<file path="src/logic/scaler_config.svh">
// Scaler control configuration
`ifndef SCALER_CONFIG_SVH
`define SCALER_CONFIG_SVH

// Field widths
`define SC_DIM_W       12
`define SC_AR_W        13
`define SC_IO_W        16
`define SC_CMD_W       8

// Multiply-divide operand width
`define SC_MD_W        12

// 1920x1080 reset timing
`define SC_DEF_WIDTH   12'd1920
`define SC_DEF_HFP     12'd88
`define SC_DEF_HS      12'd44
`define SC_DEF_HBP     12'd148
`define SC_DEF_HEIGHT  12'd1080
`define SC_DEF_VFP     12'd4
`define SC_DEF_VS      12'd5
`define SC_DEF_VBP     12'd36
`define SC_DEF_HS_NEG  1'b0
`define SC_DEF_VS_NEG  1'b0

`endif

</file>
<file path="src/logic/hps_io_pkg.sv">
// Host I/O link types
`include "scaler_config.svh"

package hps_io_pkg;

	// One word of the host link
	typedef logic [`SC_IO_W-1:0] io_word_t;

	// Command codes, first word of a frame
	typedef enum logic [`SC_CMD_W-1:0] {
		CMD_VIDEO_TIMING = 8'h20,
		CMD_VSET         = 8'h27,
		CMD_HSET         = 8'h37,
		CMD_ASPECT       = 8'h3A
	} io_cmd_e;

endpackage

</file>
<file path="src/logic/scaler_pkg.sv">
// Scaler geometry types
`include "scaler_config.svh"

package scaler_pkg;

	// Pixel or line count
	typedef logic [`SC_DIM_W-1:0] dim_t;

	// Sync length with a negative polarity flag on top
	typedef struct packed {
		logic neg;
		dim_t len;
	} sync_field_t;

	typedef struct packed {
		dim_t        width;
		dim_t        hfp;
		sync_field_t hs;
		dim_t        hbp;
		dim_t        height;
		dim_t        vfp;
		sync_field_t vs;
		dim_t        vbp;
	} video_timing_t;

	// Top bit of each field marks a literal size
	typedef struct packed {
		logic [`SC_AR_W-1:0] x;
		logic [`SC_AR_W-1:0] y;
	} aspect_t;

	typedef struct packed {
		dim_t hmin;
		dim_t hmax;
		dim_t vmin;
		dim_t vmax;
	} window_t;

endpackage

</file>
<file path="src/logic/video_cfg_if.sv">
// Scaler configuration link
`include "scaler_config.svh"

interface video_cfg_if
	import scaler_pkg::*;
();

	video_timing_t timing;
	dim_t          vset;
	dim_t          hset;
	logic          freescale;
	aspect_t       arc1;
	aspect_t       arc2;

	// Command decoder side
	modport src (
		output timing, vset, hset, freescale, arc1, arc2
	);

	// Geometry engine side
	modport dst (
		input  timing, vset, hset, freescale, arc1, arc2
	);

endinterface

</file>
<file path="src/logic/hps_cmd_decoder.sv">
// Host command decoder
`include "scaler_config.svh"

module hps_cmd_decoder
	import scaler_pkg::*;
	import hps_io_pkg::*;
(
	input  logic     clk_sys,
	input  logic     resetd,
	input  logic     i_io_uio,
	input  logic     i_io_strobe,
	input  io_word_t i_io_din,
	video_cfg_if.src cfg
);

	logic        strobe_d;
	logic        strobe_q;
	logic        strobe_rise;
	logic        data_take;
	logic        has_cmd;
	io_cmd_e     cmd;
	logic  [7:0] word_cnt;

	dim_t        din_dim;
	sync_field_t din_sync;

	assign strobe_rise = strobe_d & ~strobe_q;
	assign data_take   = i_io_uio & strobe_rise & has_cmd;

	assign din_dim  = i_io_din[`SC_DIM_W-1:0];
	assign din_sync = '{neg: i_io_din[15], len: din_dim};

	////////////////////////////////////////////////////////////////////////////
	// Frame tracking

	always_ff @(posedge clk_sys) begin
		if (resetd) begin
			strobe_d <= 1'b0;
			strobe_q <= 1'b0;
			has_cmd  <= 1'b0;
			cmd      <= io_cmd_e'(8'h00);
			word_cnt <= '0;
		end else begin
			strobe_d <= i_io_strobe;
			strobe_q <= strobe_d;
			if (!i_io_uio) begin
				has_cmd <= 1'b0;
			end else if (strobe_rise) begin
				// First word carries the command code
				if (!has_cmd) begin
					has_cmd  <= 1'b1;
					cmd      <= io_cmd_e'(i_io_din[`SC_CMD_W-1:0]);
					word_cnt <= '0;
				end else begin
					word_cnt <= word_cnt + 1'b1;
				end
			end
		end
	end

	////////////////////////////////////////////////////////////////////////////
	// Configuration registers

	always_ff @(posedge clk_sys) begin
		if (resetd) begin
			cfg.timing <= '{
				width:  `SC_DEF_WIDTH,
				hfp:    `SC_DEF_HFP,
				hs:     '{neg: `SC_DEF_HS_NEG, len: `SC_DEF_HS},
				hbp:    `SC_DEF_HBP,
				height: `SC_DEF_HEIGHT,
				vfp:    `SC_DEF_VFP,
				vs:     '{neg: `SC_DEF_VS_NEG, len: `SC_DEF_VS},
				vbp:    `SC_DEF_VBP
			};
			cfg.vset      <= '0;
			cfg.hset      <= '0;
			cfg.freescale <= 1'b0;
			cfg.arc1      <= '0;
			cfg.arc2      <= '0;
		end else if (data_take) begin
			case (cmd)
				CMD_VIDEO_TIMING: begin
					// Words past the eighth are ignored
					if (word_cnt < 8'd8) begin
						case (word_cnt[2:0])
							3'd0: cfg.timing.width  <= din_dim;
							3'd1: cfg.timing.hfp    <= din_dim;
							3'd2: cfg.timing.hs     <= din_sync;
							3'd3: cfg.timing.hbp    <= din_dim;
							3'd4: cfg.timing.height <= din_dim;
							3'd5: cfg.timing.vfp    <= din_dim;
							3'd6: cfg.timing.vs     <= din_sync;
							3'd7: cfg.timing.vbp    <= din_dim;
						endcase
					end
				end
				CMD_VSET: begin
					cfg.vset <= din_dim;
				end
				CMD_HSET: begin
					cfg.freescale <= i_io_din[15];
					cfg.hset      <= din_dim;
				end
				CMD_ASPECT: begin
					case (word_cnt)
						8'd0: cfg.arc1.x <= i_io_din[`SC_AR_W-1:0];
						8'd1: cfg.arc1.y <= i_io_din[`SC_AR_W-1:0];
						8'd2: cfg.arc2.x <= i_io_din[`SC_AR_W-1:0];
						8'd3: cfg.arc2.y <= i_io_din[`SC_AR_W-1:0];
						default: ;
					endcase
				end
				default: ;
			endcase
		end
	end

	// Host frames stay short enough that the counter only climbs
	a_cnt_no_wrap: assert property (
		@(posedge clk_sys) disable iff (resetd)
		(has_cmd && $past(has_cmd)) |-> (word_cnt >= $past(word_cnt))
	);

endmodule

</file>
<file path="src/logic/scaler_ctrl_top.sv">
// Scaler control top level
`include "scaler_config.svh"

module scaler_ctrl_top
	import scaler_pkg::*;
(
	input  logic                 clk_sys,
	input  logic                 resetd,
	input  logic                 i_io_uio,
	input  logic                 i_io_strobe,
	input  logic [`SC_IO_W-1:0]  i_io_din,
	input  logic [`SC_AR_W-1:0]  i_arx,
	input  logic [`SC_AR_W-1:0]  i_ary,
	output logic [`SC_DIM_W:0]   o_htotal,
	output logic [`SC_DIM_W:0]   o_vtotal,
	output logic                 o_hsync_neg,
	output logic                 o_vsync_neg,
	output logic [`SC_DIM_W-1:0] o_out_width,
	output logic [`SC_DIM_W-1:0] o_out_height,
	output logic [`SC_DIM_W-1:0] o_hmin,
	output logic [`SC_DIM_W-1:0] o_hmax,
	output logic [`SC_DIM_W-1:0] o_vmin,
	output logic [`SC_DIM_W-1:0] o_vmax,
	output logic                 o_geom_update
);

	window_t geom_window;

	video_cfg_if u_cfg ();

	hps_cmd_decoder u_decoder (
		.clk_sys     (clk_sys),
		.resetd      (resetd),
		.i_io_uio    (i_io_uio),
		.i_io_strobe (i_io_strobe),
		.i_io_din    (i_io_din),
		.cfg         (u_cfg.src)
	);

	scaler_geometry u_geometry (
		.clk_sys       (clk_sys),
		.resetd        (resetd),
		.i_arx         (i_arx),
		.i_ary         (i_ary),
		.cfg           (u_cfg.dst),
		.o_htotal      (o_htotal),
		.o_vtotal      (o_vtotal),
		.o_hsync_neg   (o_hsync_neg),
		.o_vsync_neg   (o_vsync_neg),
		.o_out_width   (o_out_width),
		.o_out_height  (o_out_height),
		.o_window      (geom_window),
		.o_geom_update (o_geom_update)
	);

	// Window fields out as plain ports
	assign o_hmin = geom_window.hmin;
	assign o_hmax = geom_window.hmax;
	assign o_vmin = geom_window.vmin;
	assign o_vmax = geom_window.vmax;

endmodule

</file>
<file path="src/logic/scaler_geometry.sv">
// Scaler geometry engine
`include "scaler_config.svh"

module scaler_geometry
	import scaler_pkg::*;
(
	input  logic                clk_sys,
	input  logic                resetd,
	input  logic [`SC_AR_W-1:0] i_arx,
	input  logic [`SC_AR_W-1:0] i_ary,
	video_cfg_if.dst            cfg,
	output logic [`SC_DIM_W:0]  o_htotal,
	output logic [`SC_DIM_W:0]  o_vtotal,
	output logic                o_hsync_neg,
	output logic                o_vsync_neg,
	output dim_t                o_out_width,
	output dim_t                o_out_height,
	output window_t             o_window,
	output logic                o_geom_update
);

	typedef logic [`SC_DIM_W:0] total_t;

	typedef enum logic [2:0] {
		S_SELECT,
		S_W_START,
		S_W_WAIT,
		S_H_START,
		S_H_WAIT,
		S_CLAMP,
		S_WINDOW
	} geom_state_e;

	geom_state_e state;

	dim_t    out_w;
	dim_t    out_h;
	aspect_t sel_ar;
	dim_t    sel_x;
	dim_t    sel_y;
	logic    sel_xy;
	logic    use_full;

	// Per-pass snapshot
	dim_t    width_l;
	dim_t    height_l;
	dim_t    out_w_l;
	dim_t    out_h_l;
	dim_t    ax_l;
	dim_t    ay_l;

	dim_t    wcalc;
	dim_t    hcalc;
	dim_t    videow;
	dim_t    videoh;
	dim_t    h_off;
	dim_t    v_off;

	logic                md_start;
	logic                md_busy;
	logic [`SC_MD_W-1:0] md_mul1;
	logic [`SC_MD_W-1:0] md_mul2;
	logic [`SC_MD_W-1:0] md_div;
	logic [`SC_MD_W-1:0] md_result;

	////////////////////////////////////////////////////////////////////////////
	// Totals and output size

	always_ff @(posedge clk_sys) begin
		o_htotal    <= total_t'(cfg.timing.width) + total_t'(cfg.timing.hfp) +
		               total_t'(cfg.timing.hbp) + total_t'(cfg.timing.hs.len);
		o_vtotal    <= total_t'(cfg.timing.height) + total_t'(cfg.timing.vfp) +
		               total_t'(cfg.timing.vbp) + total_t'(cfg.timing.vs.len);
		o_hsync_neg <= cfg.timing.hs.neg;
		o_vsync_neg <= cfg.timing.vs.neg;
	end

	// Override only when nonzero and smaller
	assign out_w = (cfg.hset != '0 && cfg.hset < cfg.timing.width) ?
	               cfg.hset : cfg.timing.width;
	assign out_h = (cfg.vset != '0 && cfg.vset < cfg.timing.height) ?
	               cfg.vset : cfg.timing.height;

	////////////////////////////////////////////////////////////////////////////
	// Aspect selection

	always_comb begin
		if (i_ary == '0) begin
			if (i_arx == `SC_AR_W'd1) begin
				sel_ar = cfg.arc1;
			end else if (i_arx == `SC_AR_W'd2) begin
				sel_ar = cfg.arc2;
			end else begin
				sel_ar = '0;
			end
		end else begin
			sel_ar = '{x: i_arx, y: i_ary};
		end
	end

	assign sel_x    = sel_ar.x[`SC_DIM_W-1:0];
	assign sel_y    = sel_ar.y[`SC_DIM_W-1:0];
	assign sel_xy   = sel_ar.x[`SC_AR_W-1] | sel_ar.y[`SC_AR_W-1];
	assign use_full = cfg.freescale || sel_x == '0 || sel_y == '0;

	assign h_off = (width_l - videow) >> 1;
	assign v_off = (height_l - videoh) >> 1;

	////////////////////////////////////////////////////////////////////////////
	// Window FSM

	always_ff @(posedge clk_sys) begin
		if (resetd) begin
			state         <= S_SELECT;
			md_start      <= 1'b0;
			o_geom_update <= 1'b0;
			o_window      <= '0;
			o_out_width   <= '0;
			o_out_height  <= '0;
		end else begin
			md_start      <= 1'b0;
			o_geom_update <= 1'b0;
			case (state)
				S_SELECT: begin
					state <= (use_full || sel_xy) ? S_CLAMP : S_W_START;
				end
				S_W_START: begin
					md_start <= 1'b1;
					state    <= S_W_WAIT;
				end
				S_W_WAIT: begin
					if (!md_start && !md_busy) state <= S_H_START;
				end
				S_H_START: begin
					md_start <= 1'b1;
					state    <= S_H_WAIT;
				end
				S_H_WAIT: begin
					if (!md_start && !md_busy) state <= S_CLAMP;
				end
				S_CLAMP: begin
					state <= S_WINDOW;
				end
				S_WINDOW: begin
					o_window.hmin <= h_off;
					o_window.hmax <= h_off + videow - 1'b1;
					o_window.vmin <= v_off;
					o_window.vmax <= v_off + videoh - 1'b1;
					o_out_width   <= out_w_l;
					o_out_height  <= out_h_l;
					o_geom_update <= 1'b1;
					state         <= S_SELECT;
				end
				default: state <= S_SELECT;
			endcase
		end
	end

	always_ff @(posedge clk_sys) begin
		case (state)
			S_SELECT: begin
				width_l  <= cfg.timing.width;
				height_l <= cfg.timing.height;
				out_w_l  <= out_w;
				out_h_l  <= out_h;
				ax_l     <= sel_x;
				ay_l     <= sel_y;
				if (use_full) begin
					wcalc <= out_w;
					hcalc <= out_h;
				end else if (sel_xy) begin
					wcalc <= sel_x;
					hcalc <= sel_y;
				end
			end
			// Width from height
			S_W_START: begin
				md_mul1 <= out_h_l;
				md_mul2 <= ax_l;
				md_div  <= ay_l;
			end
			S_W_WAIT: wcalc <= md_result;
			// Height from width
			S_H_START: begin
				md_mul1 <= out_w_l;
				md_mul2 <= ay_l;
				md_div  <= ax_l;
			end
			S_H_WAIT: hcalc <= md_result;
			S_CLAMP: begin
				videow <= (wcalc > out_w_l) ? out_w_l : wcalc;
				videoh <= (hcalc > out_h_l) ? out_h_l : hcalc;
			end
			default: ;
		endcase
	end

	umuldiv u_muldiv (
		.clk_sys  (clk_sys),
		.resetd   (resetd),
		.i_start  (md_start),
		.i_mul1   (md_mul1),
		.i_mul2   (md_mul2),
		.i_div    (md_div),
		.o_busy   (md_busy),
		.o_result (md_result)
	);

endmodule

</file>
<file path="src/logic/umuldiv.sv">
// Sequential multiply-divide unit
`include "scaler_config.svh"

module umuldiv (
	input  logic                clk_sys,
	input  logic                resetd,
	input  logic                i_start,
	input  logic [`SC_MD_W-1:0] i_mul1,
	input  logic [`SC_MD_W-1:0] i_mul2,
	input  logic [`SC_MD_W-1:0] i_div,
	output logic                o_busy,
	output logic [`SC_MD_W-1:0] o_result
);

	localparam int W     = `SC_MD_W;
	localparam int STEPS = 2 * W;
	localparam int CNT_W = $clog2(STEPS + 1);

	typedef logic [2*W-1:0] prod_t;

	logic [CNT_W-1:0] step_cnt;
	prod_t            quo;
	logic [W-1:0]     rem;
	logic [W-1:0]     divisor;
	logic [W:0]       partial;
	logic [W:0]       trial;

	// Top bit of trial is the borrow of a restoring step
	assign partial  = {rem, quo[2*W-1]};
	assign trial    = partial - {1'b0, divisor};
	assign o_result = quo[W-1:0];

	always_ff @(posedge clk_sys) begin
		if (resetd) begin
			o_busy   <= 1'b0;
			step_cnt <= '0;
		end else if (i_start) begin
			o_busy   <= 1'b1;
			step_cnt <= CNT_W'(STEPS);
		end else if (o_busy) begin
			step_cnt <= step_cnt - 1'b1;
			if (step_cnt == CNT_W'(1)) begin
				o_busy <= 1'b0;
			end
		end
	end

	// Dividend shifts out as quotient bits shift in
	always_ff @(posedge clk_sys) begin
		if (i_start) begin
			quo     <= prod_t'(i_mul1) * prod_t'(i_mul2);
			rem     <= '0;
			divisor <= i_div;
		end else if (o_busy) begin
			if (!trial[W]) begin
				rem <= trial[W-1:0];
				quo <= {quo[2*W-2:0], 1'b1};
			end else begin
				rem <= partial[W-1:0];
				quo <= {quo[2*W-2:0], 1'b0};
			end
		end
	end

	a_no_start_busy: assert property (
		@(posedge clk_sys) disable iff (resetd)
		i_start |-> !o_busy
	);

	a_div_nonzero: assert property (
		@(posedge clk_sys) disable iff (resetd)
		i_start |-> (i_div != '0)
	);

endmodule

</file>
<file path="config.mk">
export PLATFORM = sky130hd
export DESIGN_NAME = scaler_ctrl_top
export DESIGN_NICKNAME = d
export VERILOG_FILES = /design/src/logic/hps_io_pkg.sv /design/src/logic/scaler_pkg.sv /design/src/logic/video_cfg_if.sv /design/src/logic/hps_cmd_decoder.sv /design/src/logic/scaler_ctrl_top.sv /design/src/logic/scaler_geometry.sv /design/src/logic/umuldiv.sv
export VERILOG_INCLUDE_DIRS = /design/src /design/src/logic
export SDC_FILE = /design/constraint.sdc
export NUM_CORES = 2
export LEC_CHECK = 0
export BUFFER_PORTS_ARGS = -buffer_cell sky130_fd_sc_hd__buf_2
export CORE_MARGIN = 2
export CORE_UTILIZATION = 50
export CTS_BUF_LIST = sky130_fd_sc_hd__clkbuf_16
export DETAILED_ROUTE_END_ITERATION = 12
export PLACE_DENSITY = 0.64
export SYNTH_ARGS = -nofsm -noshare
export SYNTH_HDL_FRONTEND = slang
export SYNTH_SLANG_ARGS = --single-unit
</file>
<file path="constraint.sdc">
create_clock -name clk_sys -period 7.43 [get_ports clk_sys]
set_clock_uncertainty 0.15 [all_clocks]
set_input_delay 1.1145 -clock clk_sys [delete_from_list [all_inputs] [get_ports clk_sys]]
set_output_delay 1.1145 -clock clk_sys [all_outputs]
set_load 0.005 [all_outputs]
</file>
==> impl_results.md <==
- Max clock buf depth: 3
- Final WS setup: about 1 ns
- Slew headroom: a little under 20%
- Synth area leaders: dfxtp_1, edfxtp_1, fa_1, ha_1, nand2_1
- Maxcap violations: 0
- Detailed placement HPWL: ~60 mm
- Remaining global-route overflow: 0
- Routed via count: ~24k
- Post-CTS Hold Buffers: 0
- CORE AREA: 60500 um2
- #FFs+latches synth: around 510
- HP Class: register to register
- Clock-pin slew on the worst setup and hold paths: around 0.060 ns
- Initial DRC Count: 2102
- CP peak stage delay: between 0.6 and 0.7 ns
- GRT Total Usage: 25.5%
- Synth area leader: dfxtp_1
- Largest net degree at the start of global routing: between 90 and 100
- Vert. Die Dim: between 200 and 300 um
- CTS Sinks: just over 500
- Final core utilization: 55.7%
- CP endpoint kind: register
- Critical path's slowest cell: edfxtp_1
- # diodes: 0
- Post-synthesis sequential area ratio: 39.3%
- DR pass1 iterations: 8
- Critical path class: register to register
- Die width: 252 um
- TritonCTS buffer count: 56
- Post-synth cell types: 78
- RD Place Congestion: about 0.93
- # H-tree levels: 2
- Reg2reg path depth: 18
- Vias in the first global route: around 23k
- Outcome: completed
- Clk Latency, worst-skew pair: 0.64 ns
- Worst R2R End: u_geometry.u_muldiv.quo[23]$_DFFE_PN_
- CP Max Fanout: 12
- Clk root buf: clkbuf_16
- Most frequent cell after synthesis: nand2_1
- Port Buf Inserts: ~140
- Pleak: 14.5 nW
- Max-slew violation count: 0
- Post-layout minimum cycle time: ~6.5 ns
- Critical path required time: between 7 and 8 ns
- Post-synth EDFFs: about 190
- First-pass GRT wire length: approximately 130 mm
- Die Area: around 63000 um2
- Area growth from synthesis to layout: 9.80%
- # rows: 90
- TritonCTS clock tree: built
- Drt wl/cell: approximately 20 um
- R2R Setup Slk: ~1 ns
- Setup Viol. Count Final: 0
- CP dominant cell by count: fa_1
- Cell area power density: a little under 400 nW/um2
- Hold Crit Start: u_decoder.cfg.timing[73]$_SDFFE_PP0P_
- Slew @ Worst Pin: between 1 and 1.5 ns
- DRT antenna net count: 0
- Maximum clock rate: between 150 and 200 MHz
- Synthesis Warnings: 0
- Hold endpoint: u_geometry.o_hsync_neg$_DFF_P_
- I/O pin cnt: approximately 150
- Synth cell count leaders: nand2_1, inv_1, dfxtp_1, nor2_1, a21oi_1
- RR Startpoint: u_geometry.md_mul1[0]$_DFFE_PP_
- Ys async rst share: 0%
- Worst vdd ir: approximately 530 uV
- Synthesized area per cell: between 9 and 10 um2
- Top_reg_cell synth: dfxtp_1
- Pre-CTS setup slack: about 1.0 ns
- Post-CTS setup buffer count: 0
- Layout cell share with drive strength beyond 1: about a tenth
- Post-synthesis cell area: around 31000 um2
- Drt drc: 0
- Initial Utilization: 50.7%
- Post-route cell area: approximately 34000 um2
- Fin crit share: between 80 and 90%
- Synth top area share: approximately a fifth
- Gates resized, CTS repair: 0
- Antenna violations before repair: 0
- Dpl cell area: around 32000 um2
- Nets: around 3.7k
- Gate Count Post-Synth: between 3k and 4k
- Final-report hold violation count: 0
- Worst hold stages: 0
- Worst-path cell chain: nand2_1 > fa_1 > fa_1 > inv_1 > fa_1 > fa_1 > inv_1 > fa_1 > inv_1 > ha_1 > and2_1 > o21ai_0 > o31ai_1 > o41ai_1 > o21ai_0 > o21ai_0 > a21oi_1 > a211o_1
- Vias per inst: roughly 5.7
- Fin Setup TNS: 0 ns
- RSZ-0062 raised after global routing: no
- Worst Path Arrival: ~6.7 ns
- Drt total wl: a little over 80 mm
- CP Launch Type: register
==> worst max-delay path by stage <==
stage / start / endpoint / slack [ns] / cells after the start
final: u_geometry.md_mul1[0]$_DFFE_PP_ / u_geometry.u_muldiv.quo[23]$_DFFE_PN_ / 0.97 / 18
after detailed placement: u_geometry.md_mul1[0]$_DFFE_PP_ / u_geometry.u_muldiv.quo[23]$_DFFE_PN_ / 1.05 / 18
after global placement: u_geometry.md_mul1[3]$_DFFE_PP_ / u_geometry.u_muldiv.quo[23]$_DFFE_PN_ / 1.09 / 19
after CTS: u_geometry.md_mul1[0]$_DFFE_PP_ / u_geometry.u_muldiv.quo[23]$_DFFE_PN_ / 1.02 / 18
after global routing: u_geometry.md_mul1[3]$_DFFE_PP_ / u_geometry.u_muldiv.quo[23]$_DFFE_PN_ / 0.63 / 19
after floorplan: u_geometry.state[2]$_SDFFE_PP0P_ / u_geometry.ax_l[0]$_DFFE_PP_ / 1.28 / 2
==> layout make-up <==
cell class / count / area (um2)
repair buffers: 158 / 837
well taps: 782 / 978
clock buffers: 57 / 1430
inverters: 340 / 1280
clock inverters: 47 / 510
flip-flops and latches: 507 / 12100
multi-input cells: 2205 / 16600
fillers: 5244 / 26800
==> cell usage in the layout (no fill, tap or decap), drive strengths merged, types with 78 or more instances in the layout <==
| cell type | netlist | routed |
|---|---|---|
| o21ai | 78 | 78 |
| and2 | 80 | 80 |
| a21oi | 215 | 215 |
| nand2 | 383 | 383 |
| fa | 153 | 153 |
| buf | 39 | 158 |
| ha | 214 | 214 |
| dfxtp | 315 | 315 |
| inv | 340 | 354 |
| nand3 | 148 | 148 |
| mux2i | 87 | 87 |
| nor2 | 224 | 224 |
| edfxtp | 192 | 192 |
==> flip-flops by register name, indices dropped and copies added, names as in the netlist, 13 cells and up <==
| name | cells |
|---|---|
| u_decoder.cfg.arc1 | 26 |
| u_decoder.cfg.arc2 | 26 |
| u_decoder.cfg.timing | 98 |
| u_geometry.o_htotal | 13 |
| u_geometry.o_vtotal | 13 |
| u_geometry.o_window | 46 |
| u_geometry.u_muldiv.quo | 24 |
==> report_power, final <==
part	leakage [nW]	total (W)	switching, W	internal, W
Sequential	4.31	0.00348	0.000235	0.00324
Combinational	9.22	0.00668	0.00380	0.00288
Clock	0.989	0.00290	0.00116	0.00174
Total	14.5	0.0131	0.00520	0.00786
==> per-stage QoR <==
stage	hold slack, ns	cells	power [W]
after floorplan	0.181	3237	0.00859
after global placement	0.189	3992	0.00994
final	0.206	4096	0.0131
after CTS	0.207	4096	0.0131
after detailed placement	0.196	3992	0.0101
after global routing	0.219	4096	0.0142
==> kinds of logic after synthesis <==
group,synth area share [%]
AND/OR/NAND/NOR,16.4
multiplexers,5.04
XOR/XNOR,2.14
flip-flops,39.3
buffers and inverters,6.73
other,0.0122
adder cells (fa/ha/maj),18.7
AO/OA/AOI/OAI,11.6
==> worst max-delay path, delay by kind of cell (launching register included) <==
| family | cells | cell delay [ns] |
|---|---|---|
| compound gates | 7 | 1.85 |
| fa+ha+maj | 6 | 3.03 |
| simple gates | 2 | 0.31 |
| buf+inv | 3 | 0.17 |
| flops | 1 | 0.68 |
==> layer usage <==
layer,vias to the layer above,part of all wire [%],global-route usage (%)
li1,11120,-,-
met1,11450,46,36.8
met2,793,45,40.3
met3,151,6.3,3.19
met4,0,2.5,7.26
met5,-,0,0
(Power assumes the default switching activity.)
